<file path="src/pm_pkg.sv">
// P-M microinstruction control unit
// shared types for cycle states, instruction classes, IR views and strobes
`default_nettype none

package pm_pkg;

	// counter widths
	localparam int LG_W = 3;
	localparam int LK_W = 4;

	// instruction cycle states, P0 is stopped
	typedef enum logic [2:0] {
		P0,
		P1,
		P2,
		P3,
		P4,
		P5,
		PI
	} pm_state_t;

	typedef enum logic [1:0] {
		CLS_NORMAL,
		CLS_SHORT,
		CLS_SHIFT,
		CLS_GROUP
	} op_class_t;

	// register view of IR
	typedef struct packed {
		logic [5:0] op;
		logic       d;
		logic [2:0] a;
		logic [2:0] b;
		logic [2:0] c;
	} ir_reg_t;

	// shift view, the low bits hold the count
	typedef struct packed {
		logic [5:0] op;
		logic       ext;
		logic       cnt_hi;
		logic [3:0] spare;
		logic [3:0] cnt;
	} ir_shift_t;

	typedef union packed {
		ir_reg_t   rg;
		ir_shift_t sh;
	} ir_word_u;

	// external strobes
	typedef struct packed {
		logic start;
		logic stop;
		logic hlt;
		logic cycle;
		logic irq;
	} ctl_in_t;

endpackage

`default_nettype wire
</file>
<file path="src/pm.sv">
// P-M microinstruction control unit, top level
// run control, cycle timing, state sequencing and the LG and LK counters
`timescale 1ns/1ps
`default_nettype none

module pm #(
	parameter int KC_TICKS = 3,
	parameter int PC_TICKS = 2
) (
	input  wire                     __clk,
	input  wire                     rst,
	input  wire pm_pkg::ctl_in_t    ctl,
	input  wire pm_pkg::ir_word_u   ir,
	input  wire                     op_done,
	output pm_pkg::pm_state_t       state,
	output logic                    run,
	output logic                    waiting,
	output logic                    irq_ack,
	output logic [pm_pkg::LG_W-1:0] lg,
	output logic [pm_pkg::LK_W-1:0] lk
);

	import pm_pkg::*;

	logic            pc;
	logic            pr;
	logic            przerw;
	logic            dpr;
	logic            dprzerw;
	logic            ekc;
	logic            ekc_p0;
	logic            in_p0;
	logic            lg_load;
	logic            lg_step;
	logic [LG_W-1:0] lg_preset;
	logic            lk_load;
	logic            lk_step;
	logic [LK_W-1:0] lk_count;
	logic            lk_zero;

	assign in_p0 = (state == P0);
	// interrupt taken during the PC that enters PI
	assign irq_ack = pc & przerw;

	run_ctl u_run_ctl (
		.__clk(__clk),
		.rst(rst),
		.ctl(ctl),
		.pc(pc),
		.przerw(przerw),
		.in_p0(in_p0),
		.run(run),
		.waiting(waiting),
		.dpr(dpr),
		.dprzerw(dprzerw),
		.ekc_p0(ekc_p0)
	);

	cycle_timer #(
		.KC_TICKS(KC_TICKS),
		.PC_TICKS(PC_TICKS)
	) u_cycle_timer (
		.__clk(__clk),
		.rst(rst),
		.ekc(ekc),
		.dpr(dpr),
		.dprzerw(dprzerw),
		.kc(),
		.pc(pc),
		.pr(pr),
		.przerw(przerw)
	);

	state_seq u_state_seq (
		.__clk(__clk),
		.rst(rst),
		.ir(ir),
		.op_done(op_done),
		.pc(pc),
		.pr(pr),
		.przerw(przerw),
		.ekc_p0(ekc_p0),
		.lk_zero(lk_zero),
		.state(state),
		.ekc(ekc),
		.lg_load(lg_load),
		.lg_step(lg_step),
		.lg_preset(lg_preset),
		.lk_load(lk_load),
		.lk_step(lk_step),
		.lk_count(lk_count)
	);

	lg cnt_lg (
		.__clk(__clk),
		.rst(rst),
		.load(lg_load),
		.step(lg_step),
		.preset(lg_preset),
		.lg(lg)
	);

	lk cnt_lk (
		.__clk(__clk),
		.rst(rst),
		.load(lk_load),
		.step(lk_step),
		.count(lk_count),
		.lk(lk),
		.zero(lk_zero)
	);

endmodule

`default_nettype wire

</file>
<file path="src/state_seq.sv">
// state sequencer: state register, next-state decision at PC,
// instruction class decode and execute-end detection
`timescale 1ns/1ps
`default_nettype none

module state_seq (
	input  wire                     __clk,
	input  wire                     rst,
	input  wire pm_pkg::ir_word_u   ir,
	input  wire                     op_done,
	input  wire                     pc,
	input  wire                     pr,
	input  wire                     przerw,
	input  wire                     ekc_p0,
	input  wire                     lk_zero,
	output pm_pkg::pm_state_t       state,
	output logic                    ekc,
	output logic                    lg_load,
	output logic                    lg_step,
	output logic [pm_pkg::LG_W-1:0] lg_preset,
	output logic                    lk_load,
	output logic                    lk_step,
	output logic [pm_pkg::LK_W-1:0] lk_count
);

	import pm_pkg::*;

	op_class_t cls;
	pm_state_t nxt;
	pm_state_t after_p1;
	pm_state_t after_p2;
	pm_state_t after_p3;
	logic      go_p2;
	logic      go_p3;
	logic      go_p4;
	logic      multi;
	logic      pc_d;
	logic      pc_rise;
	logic      pc_fall;
	logic      ended;
	logic      ekc_mid;
	logic      ekc_exec;

	// op 10xxxx short, 110xxx shift, 111xxx group, rest normal
	always_comb begin
		case (ir.rg.op[5:4])
			2'b10: cls = CLS_SHORT;
			2'b11: cls = ir.rg.op[3] ? CLS_GROUP : CLS_SHIFT;
			default: cls = CLS_NORMAL;
		endcase
	end

	assign multi = (cls == CLS_SHIFT) || (cls == CLS_GROUP);

	// argument word, B-mod, premod
	assign go_p2 = (cls == CLS_NORMAL) && (ir.rg.c == '0);
	assign go_p3 = (ir.rg.b != '0) && ((cls == CLS_NORMAL) || (cls == CLS_SHORT));
	assign go_p4 = ir.rg.d;

	assign after_p3 = go_p4 ? P4 : P5;
	assign after_p2 = go_p3 ? P3 : after_p3;
	assign after_p1 = go_p2 ? P2 : after_p2;

	always_comb begin
		if (przerw) begin
			nxt = PI;
		end else begin
			case (state)
				P1: nxt = after_p1;
				P2: nxt = after_p2;
				P3: nxt = after_p3;
				P4: nxt = P5;
				// end of instruction or stopped
				default: nxt = pr ? P1 : P0;
			endcase
		end
	end

	assign pc_rise = pc & ~pc_d;
	assign pc_fall = pc_d & ~pc;

	always_ff @(posedge __clk) begin
		if (rst) begin
			state <= P0;
			pc_d <= 1'b0;
			ended <= 1'b0;
		end else begin
			pc_d <= pc;
			if (pc_rise) begin
				state <= nxt;
				ended <= 1'b0;
			end else if (ekc) begin
				ended <= 1'b1;
			end
		end
	end

	// short states end right after their PC
	assign ekc_mid = pc_fall && (state inside {P1, P2, P3, P4, PI});
	// execute ends on the strobe, or when LK runs out
	assign ekc_exec = (state == P5) && !pc && !ended && (multi ? lk_zero : op_done);
	assign ekc = ekc_mid | ekc_exec | ekc_p0;

	// counters are set up on entry to P5
	assign lg_load = pc_rise && (nxt == P5) && (cls == CLS_GROUP);
	assign lk_load = pc_rise && (nxt == P5) && multi;
	assign lg_preset = ir.rg.b;
	assign lk_count = (cls == CLS_SHIFT) ? ir.sh.cnt : {1'b0, ir.rg.a} + 1'b1;

	assign lk_step = (state == P5) && multi && !lk_zero;
	assign lg_step = (state == P5) && (cls == CLS_GROUP) && !lk_zero;

	assert property (@(posedge __clk) disable iff (rst)
		state inside {P0, P1, P2, P3, P4, P5, PI});

endmodule

`default_nettype wire

</file>
<file path="src/lk.sv">
// LK step counter, loadable down-counter with zero flag
`timescale 1ns/1ps
`default_nettype none

module lk (
	input  wire                     __clk,
	input  wire                     rst,
	input  wire                     load,
	input  wire                     step,
	input  wire [pm_pkg::LK_W-1:0]  count,
	output logic [pm_pkg::LK_W-1:0] lk,
	output logic                    zero
);

	always_ff @(posedge __clk) begin
		if (rst)
			lk <= '0;
		else if (load)
			lk <= count;
		else if (step)
			lk <= lk - 1'b1;
	end

	assign zero = (lk == '0);

	// the sequencer stops stepping once the count runs out
	assert property (@(posedge __clk) disable iff (rst) step |-> !zero);

endmodule

`default_nettype wire

</file>
<file path="src/lg.sv">
// LG group counter, loadable up-counter wrapping modulo 8
`timescale 1ns/1ps
`default_nettype none

module lg (
	input  wire                     __clk,
	input  wire                     rst,
	input  wire                     load,
	input  wire                     step,
	input  wire [pm_pkg::LG_W-1:0]  preset,
	output logic [pm_pkg::LG_W-1:0] lg
);

	always_ff @(posedge __clk) begin
		if (rst)
			lg <= '0;
		else if (load)
			lg <= preset;
		else if (step)
			// wraps through 0 on its own
			lg <= lg + 1'b1;
	end

endmodule

`default_nettype wire

</file>
<file path="src/cycle_timer.sv">
// cycle timing: KC then PC one-shots, with the fetch and interrupt
// decisions taken at the end of KC
`timescale 1ns/1ps
`default_nettype none

module cycle_timer #(
	parameter int KC_TICKS = 1,
	parameter int PC_TICKS = 1
) (
	input  wire  __clk,
	input  wire  rst,
	input  wire  ekc,
	input  wire  dpr,
	input  wire  dprzerw,
	output logic kc,
	output logic pc,
	output logic pr,
	output logic przerw
);

	logic kc_d;
	logic kc_fall;

	univib #(.ticks(KC_TICKS)) vib_kc (
		.__clk(__clk),
		.rst(rst),
		.trig(ekc),
		.q(kc)
	);

	// PC starts on the trailing edge of KC
	assign kc_fall = kc_d & ~kc;

	univib #(.ticks(PC_TICKS)) vib_pc (
		.__clk(__clk),
		.rst(rst),
		.trig(kc_fall),
		.q(pc)
	);

	always_ff @(posedge __clk) begin
		if (rst) begin
			kc_d <= 1'b0;
			pr <= 1'b0;
			przerw <= 1'b0;
		end else begin
			kc_d <= kc;
			// follow requests during KC, frozen once KC drops
			if (kc) begin
				przerw <= dprzerw;
				pr <= dpr & ~dprzerw;
			end
		end
	end

	// cycle end and cycle start never overlap
	assert property (@(posedge __clk) disable iff (rst) !(kc && pc));

endmodule

`default_nettype wire

</file>
<file path="src/run_ctl.sv">
// run control: START, WAIT and CYCLE flip-flops
// and the fetch and interrupt requests they produce
`timescale 1ns/1ps
`default_nettype none

module run_ctl (
	input  wire              __clk,
	input  wire              rst,
	input  wire pm_pkg::ctl_in_t ctl,
	input  wire              pc,
	input  wire              przerw,
	input  wire              in_p0,
	output logic             run,
	output logic             waiting,
	output logic             dpr,
	output logic             dprzerw,
	output logic             ekc_p0
);

	logic start_q;
	logic wait_q;
	logic cycle_q;
	logic irq_q;
	logic irq_take;
	logic stpc_req;
	logic stpc_req_d;

	// interrupt is accepted at the PC that enters PI
	assign irq_take = pc & przerw;

	always_ff @(posedge __clk) begin
		if (rst) begin
			start_q <= 1'b0;
			wait_q <= 1'b0;
			cycle_q <= 1'b0;
			irq_q <= 1'b0;
			stpc_req_d <= 1'b0;
		end else begin
			stpc_req_d <= stpc_req;

			if (ctl.stop || ctl.hlt)
				start_q <= 1'b0;
			else if (ctl.start)
				start_q <= 1'b1;

			// halt only counts while running
			if (irq_take || ctl.stop || ctl.start)
				wait_q <= 1'b0;
			else if (ctl.hlt && start_q)
				wait_q <= 1'b1;

			// one pass through the instruction
			if (ctl.cycle)
				cycle_q <= 1'b1;
			else if (pc)
				cycle_q <= 1'b0;

			// irq strobe held as a pending level
			if (irq_take)
				irq_q <= 1'b0;
			else if (ctl.irq)
				irq_q <= 1'b1;
		end
	end

	assign run = start_q & ~wait_q;
	assign waiting = wait_q;
	assign dpr = run | cycle_q;
	assign dprzerw = irq_q & (start_q | cycle_q);

	// leave P0 once a request shows up after the last PC
	assign stpc_req = in_p0 & ~pc & (dpr | dprzerw);
	assign ekc_p0 = stpc_req & ~stpc_req_d;

endmodule

`default_nettype wire

</file>
<file path="src/univib.sv">
// one-shot, gives a pulse of a set number of clocks on a rising trigger
`timescale 1ns/1ps
`default_nettype none

module univib #(
	parameter int ticks = 1
) (
	input  wire  __clk,
	input  wire  rst,
	input  wire  trig,
	output logic q
);

	localparam int CW = $clog2(ticks + 1);

	logic [CW-1:0] cnt;
	logic          trig_d;
	logic          rise;

	assign rise = trig & ~trig_d;
	assign q = (cnt != '0);

	always_ff @(posedge __clk) begin
		if (rst) begin
			cnt <= '0;
			trig_d <= 1'b0;
		end else begin
			trig_d <= trig;
			// edges seen while the pulse runs are dropped
			if (rise && !q)
				cnt <= CW'(ticks);
			else if (q)
				cnt <= cnt - 1'b1;
		end
	end

	// a retrigger must not stretch the running pulse
	assert property (@(posedge __clk) disable iff (rst)
		(rise && q) |=> (cnt == $past(cnt) - 1'b1));

endmodule

`default_nettype wire

</file>
<file path="config.mk">
export PLATFORM = sky130hd
export DESIGN_NAME = pm
export DESIGN_NICKNAME = d
export VERILOG_FILES = /design/src/pm_pkg.sv /design/src/pm.sv /design/src/state_seq.sv /design/src/lk.sv /design/src/lg.sv /design/src/cycle_timer.sv /design/src/run_ctl.sv /design/src/univib.sv
export SDC_FILE = /design/constraint.sdc
export NUM_CORES = 1
export LEC_CHECK = 0
export BUFFER_PORTS_ARGS = -buffer_cell sky130_fd_sc_hd__buf_2
export CAP_MARGIN = 40
export CORE_UTILIZATION = 50
export CTS_CLUSTER_DIAMETER = 50
export DETAILED_ROUTE_END_ITERATION = 10
export GPL_TIMING_DRIVEN = 0
export PLACE_DENSITY_LB_ADDON = 0.12
export REMOVE_ABC_BUFFERS = 1
export SLEW_MARGIN = 10
export SYNTH_ARGS = -nofsm -noshare
export SYNTH_HDL_FRONTEND = slang
export SYNTH_SLANG_ARGS = --single-unit
</file>
<file path="constraint.sdc">
create_clock -name __clk -period 2.2 [get_ports __clk]
set_input_delay 0.33 -clock __clk [delete_from_list [all_inputs] [get_ports __clk]]
set_output_delay 0.33 -clock __clk [all_outputs]
set_load 0.01 [all_outputs]
</file>
==> results of run 1 <==
## per-layer routing
metal  part of all wire (%)  routed length [um]
met2                     49                1497
met3                    3.1                  95
met1                     46                1402
met5                      0                   0
met4                    1.7                  52
## area by class of cell
| class | count | area [sq um] |
|---|---|---|
| clock buffers | 4 | 36.28 |
| fillers | 240 | 1051 |
| inverters | 8 | 30.03 |
| multi-input cells | 133 | 882.1 |
| flip-flops and latches | 26 | 523.0 |
| well taps | 31 | 38.79 |
| repair buffers | 34 | 172.7 |
## state kept, by name, indices dropped and copies added (netlist names)
name and flops:
cnt_lk.lk 4, u_state_seq.ended 1, u_run_ctl.cycle_q 1, u_run_ctl.waiting 1, u_run_ctl.stpc_req_d 1, u_state_seq.state 3, u_cycle_timer.pr 1, u_cycle_timer.vib_kc.cnt 2
u_cycle_timer.vib_pc.cnt 2, cnt_lg.lg 3, u_state_seq.pc_d 1, u_cycle_timer.vib_pc.trig_d 1, u_cycle_timer.kc_d 1, u_run_ctl.irq_q 1, u_run_ctl.start_q 1, u_cycle_timer.vib_kc.trig_d 1
u_cycle_timer.przerw 1
## path summary, 6_finish.rpt
kind,startpoint,to
worst max-delay path,u_cycle_timer.vib_pc.cnt[0]$_SDFFE_PP0N_,cnt_lg.lg[0]$_SDFFE_PP0P_
worst min-delay path,ctl[3],u_run_ctl.start_q$_SDFFE_PP0P_
worst max register to register,u_cycle_timer.vib_pc.cnt[0]$_SDFFE_PP0N_,cnt_lg.lg[0]$_SDFFE_PP0P_
worst min register to register,u_cycle_timer.kc_d$_SDFF_PP0_,u_cycle_timer.vib_pc.trig_d$_SDFF_PP0_
## cell usage in the layout (no fill, tap or decap), types with 2 or more instances in the layout
master                     instances
sky130_fd_sc_hd__nand2b_1          5
sky130_fd_sc_hd__dfxtp_1          24
sky130_fd_sc_hd__or2_2             3
sky130_fd_sc_hd__a21o_1            2
sky130_fd_sc_hd__o21ai_2           2
sky130_fd_sc_hd__nor3_1           10
sky130_fd_sc_hd__inv_1             8
sky130_fd_sc_hd__buf_2            33
sky130_fd_sc_hd__a21oi_1          14
sky130_fd_sc_hd__ha_1              5
sky130_fd_sc_hd__a31oi_1           3
sky130_fd_sc_hd__or4_1             4
sky130_fd_sc_hd__nand3_1           4
sky130_fd_sc_hd__or3_1             4
sky130_fd_sc_hd__dfxtp_2           2
sky130_fd_sc_hd__nor4_1            2
sky130_fd_sc_hd__nor4_4            2
sky130_fd_sc_hd__clkbuf_4          3
sky130_fd_sc_hd__o211ai_1          2
sky130_fd_sc_hd__a211oi_1          3
sky130_fd_sc_hd__nor2b_1           2
sky130_fd_sc_hd__o21ai_0           5
sky130_fd_sc_hd__nand2_1          11
sky130_fd_sc_hd__nor2_1           22
sky130_fd_sc_hd__xnor2_1           5
sky130_fd_sc_hd__o211a_1           2
sky130_fd_sc_hd__mux2i_1           3
## worst register-to-register path: stages, from the launching register on
cell and delay [ps]:
sky130_fd_sc_hd__dfxtp_1 400, sky130_fd_sc_hd__nor2_1 180, sky130_fd_sc_hd__or3_1 430, sky130_fd_sc_hd__or3_1 410, sky130_fd_sc_hd__o21ai_2 250, sky130_fd_sc_hd__mux2i_1 220
sky130_fd_sc_hd__a21oi_1 80
## metrics by stage
step / utilization, % / power, mW / worst slack [ps] / cells
after floorplan: - / 0.8412 / -242.5 / 167
after global routing: 61.56 / 1.286 / -23.50 / 236
after CTS: 60.64 / 1.193 / 36.05 / 236
final: 61.56 / 1.203 / 124.0 / 236
after detailed placement: 59.04 / 0.9496 / 32.25 / 232
after global placement: 58.54 / 0.9281 / -687.0 / 231
## power by group
part           switching (mW)  internal (mW)
registers              0.0550          0.536
clock network           0.146          0.101
logic                   0.213          0.151
total                   0.414          0.789
## logic make-up (layout without fill, tap and decap cells)
logic type      Yosys count  in the layout  share of synthesized area (%)
compound gates           44             44                          21.18
xor+xnor                  5              5                          3.038
fa+ha+maj                 5              5                          4.340
buf+inv                  18             46                          5.208
flops                    26             26                          36.11
mux                       3              3                          2.083
simple gates             76             76                          28.04
## timing repair
action / 4_1_cts / 5_1_grt
setup endpoints to repair: 1 / 8
pin swaps: 0 / 1
resized for setup: 1 / 5
hold buffers: 0 / 0
gates cloned: 0 / 0
==> run metrics, run 1 <==
wire length of the first global-routing pass=5361 um; GPL Wtd Cong=0.7880; number of distinct standard cells referenced by the synthesized netlist=46; minimum period implied by the final worst setup slack=between 2000 and 2500 ps; via count of the routed design=1350; proportion of layout cells with a drive suffix above 1=between 20 and 30%; met2 global-route usage=38.04%; max-slew violation count=0; total setup violations reported at the end of the flow=0; Worst Path Class, Setup=reg2reg; portion of the post-synthesis area used by sequential elements=approximately 36%; reg2reg setup slack=120 ps; Clock Pin Slew Worst Setup and Hold Paths=140 ps; root buffer cell=sky130_fd_sc_hd__clkbuf_4; insertion delay of the later-clocked pin in the worst-skew pair=roughly 320 ps; count of standard-cell rows=19; top-area cell type share of the netlist area=36.11%; Final ANT Viol Nets=0; met1 routing resource usage after global routing=between 20% and 30%; Max-cap violations=0; clock tree from TritonCTS=done; top flip-flop cell by instance count after synthesis=sky130_fd_sc_hd__dfxtp_1; warnings from Yosys=0; Die Y-Extent=55.69 um; number of top-level design ports=37; share of the clock period used by the worst path=between 90% and 100%; final std cell area, no fill=approximately 0.0017 sq mm; instance count along the most critical hold path=2; area of the die=between 0.003 and 0.004 sq mm; port buffer count=33; total negative slack for setup checks=0 ps; synthesis-stage register bit count=26; number of cells produced by synthesis=177; area leader, netlist=sky130_fd_sc_hd__dfxtp_1; run status=finished, violations left; worst clock skew=approximately 2.6 ps; most repeated library cell on the critical path=sky130_fd_sc_hd__or3_1; global-route congestion overflow total=0; series of cell instances along the critical path=nor2_1, or3_1, or3_1, o21ai_2, mux2i_1, a21oi_1; arrival time at the worst endpoint=~2300 ps; residual DRC count=2; ranking of synthesized cells by instance count=26 x sky130_fd_sc_hd__dfxtp_1, 22 x sky130_fd_sc_hd__nor2_1, 14 x sky130_fd_sc_hd__a21oi_1, 11 x sky130_fd_sc_hd__nand2_1, 10 x sky130_fd_sc_hd__nor3_1; number of global-route vias before repair=around 1200; met3 track utilization from global routing=between 3 and 4%; standard cell area after detailed placement=about 0.0016 sq mm; Min-Delay Path Class=in2reg; fmax=slightly below 0.5 GHz; detailed-router iteration count before antenna repair=7; Synth-to-Final Area Change=16.75%; maximum number of pins on one net before global-route repair=28; ranking of synthesized cells by area=sky130_fd_sc_hd__dfxtp_1 36%, sky130_fd_sc_hd__nor2_1 5.7%, sky130_fd_sc_hd__a21oi_1 4.9%; failing checks=design-rule violations; Hold Violations, Final=0; slowest stage cell on the critical path=sky130_fd_sc_hd__or3_1; Setup crit start kind=flip-flop; post-CTS setup repair buffer count=0; antenna cell count=0; delay of the slowest critical-path stage=420 ps; number of CTS-inserted buffers=3; total global-route track usage=21.18%; routed length per placed instance=~13 um; unrepaired setup endpoints after global routing=yes; reg2reg path depth=6; netlist area before placement=0.001441 sq mm; final net count=235; horizontal die dimension=55.69 um; total power density per cell area=714.7 mW/mm^2; most frequent cell after synthesis=sky130_fd_sc_hd__dfxtp_1; Required @ worst endpoint=around 2400 ps; largest buffer count on any clock path=2; cell family contributing the most delay on the critical path=simple AND/OR/NAND/NOR gates; Detailed Route Iter0 Violations=59; relative max-transition margin=51.25%; vias per cell=approximately 5.7; Hold WS=~160 ps; Critical path buffers and inverters=0; number of antenna violations at the first check in global routing=0; endpoint class of the critical path=flip-flop; worst-margin pin slew=about 730 ps; number of flops mapped to enable cells by yosys=0; final wirelength=a little over 3000 um; H-tree Lvls=1; peak-usage layer in the global routing report=met2; number of cells on the critical path=6; sinks on the clock net=26; Avg Synthesized Cell Area=8.143 sq um; Core Footprint=0.002734 sq mm; Max FO, Critical Path=12; total half-perimeter wirelength after legalization and detailed placement=~2300 um; initial core utilization=52.72%; leakage power=~0.7 nW; highest ir drop seen on vdd=between 0.6 and 0.7 mV; post-synthesis async set-or-reset flop share=0%
(Power assumes the default switching activity.)
==> run 2: changes to the inputs <==
SYNTH_HIERARCHICAL = 1   (was default)
==> run 2 against run 1 <==
Compared with the run above: the run still ends with design-rule violations left; register-to-register slack better by 80 ps; combinational power up 7.9%; sequential power grew 2%; clock power rose by 35%; total power is 10% higher; first-iteration DRC count did not move; die area up 3.5%; via count down 3.6%; global-route usage fell by 0.58 points; sequential share of layout area fell by 1.2 points; critical endpoint is now u_cycle_timer/vib_kc/cnt[1]$_SDFFE_PP0P_; largest cell class unchanged.
==> run metrics, run 2 <==
via count of the routed design=around 1300; Die Y-Extent=56.66 um; wire length of the first global-routing pass=about 5200 um; routed length per placed instance=roughly 14 um; final std cell area, no fill=between 0.0015 and 0.002 sq mm; share of the clock period used by the worst path=90.85%; vias per cell=~5.7; number of CTS-inserted buffers=3; proportion of layout cells with a drive suffix above 1=32.83%; Setup crit start kind=flip-flop; slowest stage cell on the critical path=sky130_fd_sc_hd__dfxtp_1; area taken by flip-flops and latches=roughly 520 sq um; number of top-level design ports=37; area leader, netlist=sky130_fd_sc_hd__dfxtp_1; count of fill cells added during filler insertion=243; post-synthesis async set-or-reset flop share=0%; hold-fix buffer count after cts=0; Core Footprint=0.002805 sq mm; number of cells produced by synthesis=167; GPL Wtd Cong=around 0.82; clock tree from TritonCTS=done; Final Util=62.62%; standard cell area after detailed placement=approximately 0.0017 sq mm; sinks on the clock net=26; detailed-router iteration count before antenna repair=7; register with the highest flop count=cnt_lk/lk; fmax=0.5003 GHz; Max-cap violations=0; largest buffer count on any clock path=2; Clock Pin Slew Worst Setup and Hold Paths=around 150 ps; final wirelength=a little over 3000 um; arrival time at the worst endpoint=2240 ps; number of global-route vias before repair=~1200; minimum period implied by the final worst setup slack=approximately 2000 ps; Required @ worst endpoint=roughly 2400 ps; commonest cells after routing, fill and taps aside=33 x sky130_fd_sc_hd__buf_2, 23 x sky130_fd_sc_hd__dfxtp_1, 14 x sky130_fd_sc_hd__inv_1; largest registers=cnt_lk/lk: 4 flops, cnt_lg/lg: 3 flops, u_state_seq/state: 3 flops; area of the die=between 0.003 and 0.004 sq mm; max-slew violation count=0; synthesis-stage register bit count=26; antenna cell count=0; initial core utilization=53.26%; final total power=between 1 and 1.5 mW; Detailed Route Iter0 Violations=59; count of standard-cell rows=19; Critical R2R Launch=cnt_lk/lk[0]$_SDFFE_PP0P_; worst clock skew=12.61 ps; Critical R2R Capture=u_cycle_timer/vib_kc/cnt[1]$_SDFFE_PP0P_; root buffer cell=sky130_fd_sc_hd__clkbuf_4; instance count along the most critical hold path=2; number of distinct standard cells referenced by the synthesized netlist=between 50 and 60; portion of the post-synthesis area used by sequential elements=a little over a third; Min-Delay Path Class=in2reg; series of cell instances along the critical path=inv_1, ha_1, nor3b_4, mux2i_1, o31a_1, o21bai_1, nor2b_4, o21ai_1, o311a_1; post-CTS setup repair buffer count=0; delay of the slowest critical-path stage=400 ps; startpoint of the worst hold path=ctl[2]; H-tree Lvls=1; endpoint class of the critical path=flip-flop; port buffer count=33; most frequent cell after synthesis=sky130_fd_sc_hd__dfxtp_1; reg2reg path depth=9; top-area cell type share of the netlist area=34.84%; Largest register FFs=4; total global-route track usage=20.60%; total power density per cell area=between 700 and 800 mW/mm^2; netlist area before placement=between 0.001 and 0.0015 sq mm; highest ir drop seen on vdd=roughly 0.64 mV; ranking of synthesized cells by instance count=26 x sky130_fd_sc_hd__dfxtp_1, 14 x sky130_fd_sc_hd__inv_1, 13 x sky130_fd_sc_hd__nand2_1, 11 x sky130_fd_sc_hd__a21oi_1, 8 x sky130_fd_sc_hd__nor2_1; Synth-to-Final Area Change=17.59%; number of antenna violations at the first check in global routing=0; residual DRC count=8; Max FO, Critical Path=4; Avg Synthesized Cell Area=8.946 sq um; Final ANT Viol Nets=0; warnings from Yosys=6; area of combinational cells with multiple inputs=919.6 sq um; Hold Violations, Final=0; top flip-flop cell by instance count after synthesis=sky130_fd_sc_hd__dfxtp_1; relative max-transition margin=between 60% and 70%; unrepaired setup endpoints after global routing=no; leading cell type in the layout, fill and taps excluded=sky130_fd_sc_hd__buf_2; run status=finished, violations left; Worst Path Class, Setup=reg2reg; insertion delay of the later-clocked pin in the worst-skew pair=roughly 330 ps; maximum number of pins on one net before global-route repair=28; worst-margin pin slew=around 520 ps; total setup violations reported at the end of the flow=0; horizontal die dimension=around 57 um; global-route congestion overflow total=0; failing checks=design-rule violations; reg2reg setup slack=200 ps; worst hold path endpoint=u_run_ctl/start_q$_SDFFE_PP0P_; final net count=around 230; ranking of synthesized cells by area=sky130_fd_sc_hd__dfxtp_1 35%, sky130_fd_sc_hd__a21oi_1 3.7%, sky130_fd_sc_hd__inv_1 3.5%; total half-perimeter wirelength after legalization and detailed placement=around 2300 um; number of flops mapped to enable cells by yosys=0; leakage power=~0.76 nW
==> run 2: cell types whose count changed after synthesis, moves of 4 or more <==
cell                       delta
sky130_fd_sc_hd__or3_1        -4
sky130_fd_sc_hd__inv_1        +6
sky130_fd_sc_hd__nor2b_1      +4
sky130_fd_sc_hd__nor2_1      -14
sky130_fd_sc_hd__nor3_1       -6
sky130_fd_sc_hd__or4_1        -4
sky130_fd_sc_hd__clkbuf_1     -4
==> run 2: what timing repair did <==
item | CTS | global route
gates resized for setup | 6 | 7
endpoints found under the hold margin | 0 | 0
pin swaps | 0 | 1
endpoints found under the setup margin | 7 | 8
==> run 2: how the worst max path moves through the flow <==
stage	startpoint	to	slack (ps)	depth (start not counted)
6_report	cnt_lk/lk[0]$_SDFFE_PP0P_	u_cycle_timer/vib_kc/cnt[1]$_SDFFE_PP0P_	200	9
5_1_grt	cnt_lk/lk[1]$_SDFFE_PP0P_	u_cycle_timer/vib_kc/cnt[0]$_SDFFE_PP0P_	30	9
4_1_cts	cnt_lk/lk[0]$_SDFFE_PP0P_	cnt_lg/lg[2]$_SDFFE_PP0P_	50	7
3_5_place_dp	cnt_lk/lk[0]$_SDFFE_PP0P_	cnt_lg/lg[2]$_SDFFE_PP0P_	-380	7
3_3_place_gp	cnt_lk/lk[0]$_SDFFE_PP0P_	cnt_lg/lg[2]$_SDFFE_PP0P_	-360	7
2_1_floorplan	cnt_lk/lk[0]$_SDFFE_PP0P_	cnt_lg/lg[2]$_SDFFE_PP0P_	-80	7
==> run 2: power breakdown <==
part	total (mW)	leakage (nW)	switching [mW]	internal, mW
sequential	0.600	0.214	0.0621	0.538
clock	0.333	0.0279	0.148	0.184
combinational	0.394	0.515	0.210	0.184
total	1.33	0.757	0.421	0.906
==> run 2: cells by family (layout without fill, tap and decap cells) <==
kind of cell             count (synthesis)  in the layout  share of synthesized area (%)
buffers and inverters                   21             52                          6.615
XOR/XNOR                                 5              5                          2.932
multiplexers                             4              4                          2.680
AND/OR/NAND/NOR                         67             67                          29.99
adder cells (fa/ha/maj)                  4              4                          3.350
flip-flops                              26             26                          34.84
AO/OA/AOI/OAI                           40             40                          19.60
==> run 2: layer usage <==
layer  global-route usage [%]  wire length [um]
met3                    2.535               123
met2                    35.54              1555
met1                    26.33              1395
met4                    7.143                27
met5                        0                 0
==> run 2: area by class of cell <==
type                            instances  area share (%)
Clock inverter                          1           1.709
Sequential cell                        26           29.84
Timing Repair Buffer                   33           9.402
Tap cell                               31           2.208
Inverter                               15           3.205
Multi-Input combinational cell        120           52.35
Clock buffer                            3           1.282
==> run 2: metrics by stage <==
stage               worst slack [ps]  cells  hold slack, ps  setup TNS, ps
finish                         201.2    229           154.1              0
global route                   27.29    229           131.5              0
CTS                            48.80    229           141.9              0
detailed placement            -375.1    225           457.7          -1589
global placement              -357.7    225           440.7          -1201
floorplan                     -83.32    161           396.2         -83.32
==> run 2: critical path: cells and delay by family (launching register included) <==
kind                       cells  cell delay, ps
AOI/OAI and AO/OA              4             720
and+or+nand+nor                2             450
DFF                            1             400
adders and majority gates      1             180
muxes                          1             100
buffers and inverters          1              80
==> run 3: changes to the inputs <==
ABC_AREA = 1   (was default)
SYNTH_HIERARCHICAL = default   (was 1)
==> run 3 against run 2 <==
Compared with the run above: the flow still finishes with violations (design-rule violations); critical path type unchanged; count of clock-buffer cells in the layout rose by 1; clock skew shrank 2.5 ps; critical endpoint is now cnt_lg.lg[1]$_SDFFE_PP0P_; combinational power up 54%; worst setup slack improved by 360 ps; global-route usage up 0.051 points; sequential share of layout area is 0.23 points lower; wire length increased by 2.7%; utilization is 0.48 points lower; final area barely moved; synthesized cell count is 34% higher; fmax up 22%; via count increased by 13%.
==> run metrics, run 3 <==
share of the clock period used by the worst path=approximately three quarters; met2 global-route usage=about a third; maximum number of pins on one net before global-route repair=17; reg2reg setup slack=around 560 ps; count of fill cells added during filler insertion=roughly 280; hold-fix buffer count after cts=0; detailed-router iteration count before antenna repair=7; worst-margin pin slew=approximately 400 ps; Critical R2R Capture=cnt_lg.lg[1]$_SDFFE_PP0P_; Required @ worst endpoint=approximately 2500 ps; root buffer cell=sky130_fd_sc_hd__clkbuf_4; Min-Delay Path Class=in2reg; via count of the routed design=between 1000 and 1500; total global-route track usage=around a fifth; arrival time at the worst endpoint=between 1500 and 2000 ps; GPL Wtd Cong=~0.86; ranking of synthesized cells by area=sky130_fd_sc_hd__dfxtp_1 34%, sky130_fd_sc_hd__nor2_1 9.0%, sky130_fd_sc_hd__nand2_1 8.5%; H-tree Lvls=1; peak-usage layer in the global routing report=met2; startpoint of the worst hold path=ctl[2]; residual DRC count=4; post-synthesis async set-or-reset flop share=0%; area taken by flip-flops and latches=~520 sq um; area leader, netlist=sky130_fd_sc_hd__dfxtp_1; Max FO, Critical Path=10; top-area cell type share of the netlist area=33.85%; fmax=slightly above 0.6 GHz; Clock Pin Slew Worst Setup and Hold Paths=about 150 ps; number of cells produced by synthesis=around 220; Avg Synthesized Cell Area=~6.9 sq um; Worst Path Class, Setup=reg2reg; routed length per placed instance=11.02 um; port buffer count=33; count of standard-cell rows=19; Critical R2R Launch=u_state_seq.state[0]$_SDFFE_PP0P_; unrepaired setup endpoints after global routing=no; warnings from Yosys=0; commonest cells after routing, fill and taps aside=37 x sky130_fd_sc_hd__nor2_1, 35 x sky130_fd_sc_hd__nand2_1, 33 x sky130_fd_sc_hd__buf_2; total power density per cell area=about 840 mW/mm^2; Detailed Route Iter0 Violations=~100; initial core utilization=a little over half; register with the highest flop count=cnt_lk.lk; met3 track utilization from global routing=2.721%; minimum period implied by the final worst setup slack=1642 ps; total half-perimeter wirelength after legalization and detailed placement=between 2000 and 2500 um; number of distinct standard cells referenced by the synthesized netlist=35; met1 routing resource usage after global routing=28.47%; final net count=roughly 290; Final ANT Viol Nets=0; Synth-to-Final Area Change=14.32%; worst hold path endpoint=u_run_ctl.start_q$_SDFFE_PP0P_; total negative slack for setup checks=0 ps; number of CTS-inserted buffers=3; clock tree from TritonCTS=done; sinks on the clock net=26; Die Y-Extent=57.46 um; proportion of layout cells with a drive suffix above 1=about 22%; number of global-route vias before repair=about 1300; insertion delay of the later-clocked pin in the worst-skew pair=320 ps; relative max-transition margin=approximately 73%; post-CTS setup repair buffer count=0; number of antenna violations at the first check in global routing=0; global-route congestion overflow total=0; max-slew violation count=0; Core Footprint=0.002829 sq mm; Gates resized, CTS repair=0; Final Util=~62%; netlist area before placement=0.001538 sq mm; failing checks=design-rule violations; reg2reg path depth=12; Hold Violations, Final=0; most frequent cell after synthesis=sky130_fd_sc_hd__nor2_1; synthesis-stage register bit count=26; vias per cell=about 5; number of top-level design ports=37; ranking of synthesized cells by instance count=37 x sky130_fd_sc_hd__nor2_1, 35 x sky130_fd_sc_hd__nand2_1, 28 x sky130_fd_sc_hd__inv_1, 26 x sky130_fd_sc_hd__dfxtp_1, 19 x sky130_fd_sc_hd__nand3_1; number of flops mapped to enable cells by yosys=0; leading cell type in the layout, fill and taps excluded=sky130_fd_sc_hd__nor2_1; run status=finished, violations left; Largest register FFs=4; area of the die=roughly 0.0033 sq mm; endpoint class of the critical path=flip-flop; antenna cell count=0; Max-cap violations=0; area of combinational cells with multiple inputs=880.8 sq um; largest registers=cnt_lk.lk: 4 flops, cnt_lg.lg: 3 flops, u_state_seq.state: 3 flops; top flip-flop cell by instance count after synthesis=sky130_fd_sc_hd__dfxtp_1; portion of the post-synthesis area used by sequential elements=33.85%; wire length of the first global-routing pass=5375 um; highest ir drop seen on vdd=approximately 0.59 mV; instance count along the most critical hold path=2; total setup violations reported at the end of the flow=0; Setup crit start kind=flip-flop; final wirelength=3186 um; worst clock skew=10.11 ps; largest buffer count on any clock path=2; leakage power=0.8856 nW; horizontal die dimension=57.46 um
-- run 3: report_power, final --
part / switching, mW / internal, mW / leakage, nW
logic: 0.397 / 0.211 / 0.652
clock network: 0.140 / 0.101 / 0.0210
registers: 0.0649 / 0.556 / 0.212
total: 0.601 / 0.869 / 0.886
-- run 3: layout make-up --
class                           instances  share of cell area (%)
Multi-Input combinational cell        164                   50.11
Inverter                               31                   6.619
Sequential cell                        26                   29.61
Clock buffer                            4                   2.064
Timing Repair Buffer                   33                   9.395
Tap cell                               31                   2.206
-- run 3: cell families (layout without fill, tap and decap cells) --
family / Yosys count / count (layout) / synth area share [%]
flip-flops: 26 / 26 / 33.85
AND/OR/NAND/NOR: 118 / 118 / 37.18
buffers and inverters: 34 / 68 / 8.868
AO/OA/AOI/OAI: 36 / 36 / 12.94
multiplexers: 2 / 2 / 1.383
adder cells (fa/ha/maj): 5 / 5 / 4.068
XOR/XNOR: 3 / 3 / 1.709
-- run 3: metal layers --
layer / part of all wire (%) / wire (um)
met4: 0.82 / 26
met5: 0 / 0
met3: 4.6 / 148
met2: 43 / 1375
met1: 51 / 1636
-- run 3: worst max-delay path: stages, from the launching register on --
cell                      delay (ps)
sky130_fd_sc_hd__dfxtp_1         510
sky130_fd_sc_hd__nand2_1         110
sky130_fd_sc_hd__nor2_1          140
sky130_fd_sc_hd__nand2_1          70
sky130_fd_sc_hd__nand2_1          90
sky130_fd_sc_hd__nand2_1          60
sky130_fd_sc_hd__nand3_1          90
sky130_fd_sc_hd__nand2_2          90
sky130_fd_sc_hd__nor2_4          150
sky130_fd_sc_hd__nand3_1         110
sky130_fd_sc_hd__nand2_1          80
sky130_fd_sc_hd__inv_1            40
sky130_fd_sc_hd__nor2_1           70
-- run 3: stage by stage --
| step | worst slack, ps | area (sq um) | total power, mW | cells | hold slack (ps) |
|---|---|---|---|---|---|
| after floorplan | 685.3 | 1518 | 1.098 | 221 | 396.7 |
| after global placement | 583.3 | 1722 | 1.229 | 285 | 442.1 |
| after detailed placement | 558.0 | 1722 | 1.236 | 285 | 452.8 |
| after CTS | 540.0 | 1758 | 1.476 | 289 | 177.6 |
| after global routing | 305.2 | 1758 | 1.586 | 289 | 172.0 |
| final | 558.4 | 1758 | 1.470 | 289 | 187.0 |
-- run 3: worst max path at each step --
stage,from,end
CTS,cnt_lk.lk[0]$_SDFFE_PP0P_,u_cycle_timer.vib_kc.cnt[1]$_SDFFE_PP0P_
finish,u_state_seq.state[0]$_SDFFE_PP0P_,cnt_lg.lg[1]$_SDFFE_PP0P_
global placement,ir[4],cnt_lg.lg[2]$_SDFFE_PP0P_
global route,cnt_lk.lk[0]$_SDFFE_PP0P_,u_cycle_timer.vib_kc.cnt[1]$_SDFFE_PP0P_
floorplan,u_state_seq.state[0]$_SDFFE_PP0P_,cnt_lk.lk[3]$_SDFFE_PP0P_
detailed placement,ir[4],cnt_lk.lk[3]$_SDFFE_PP0P_
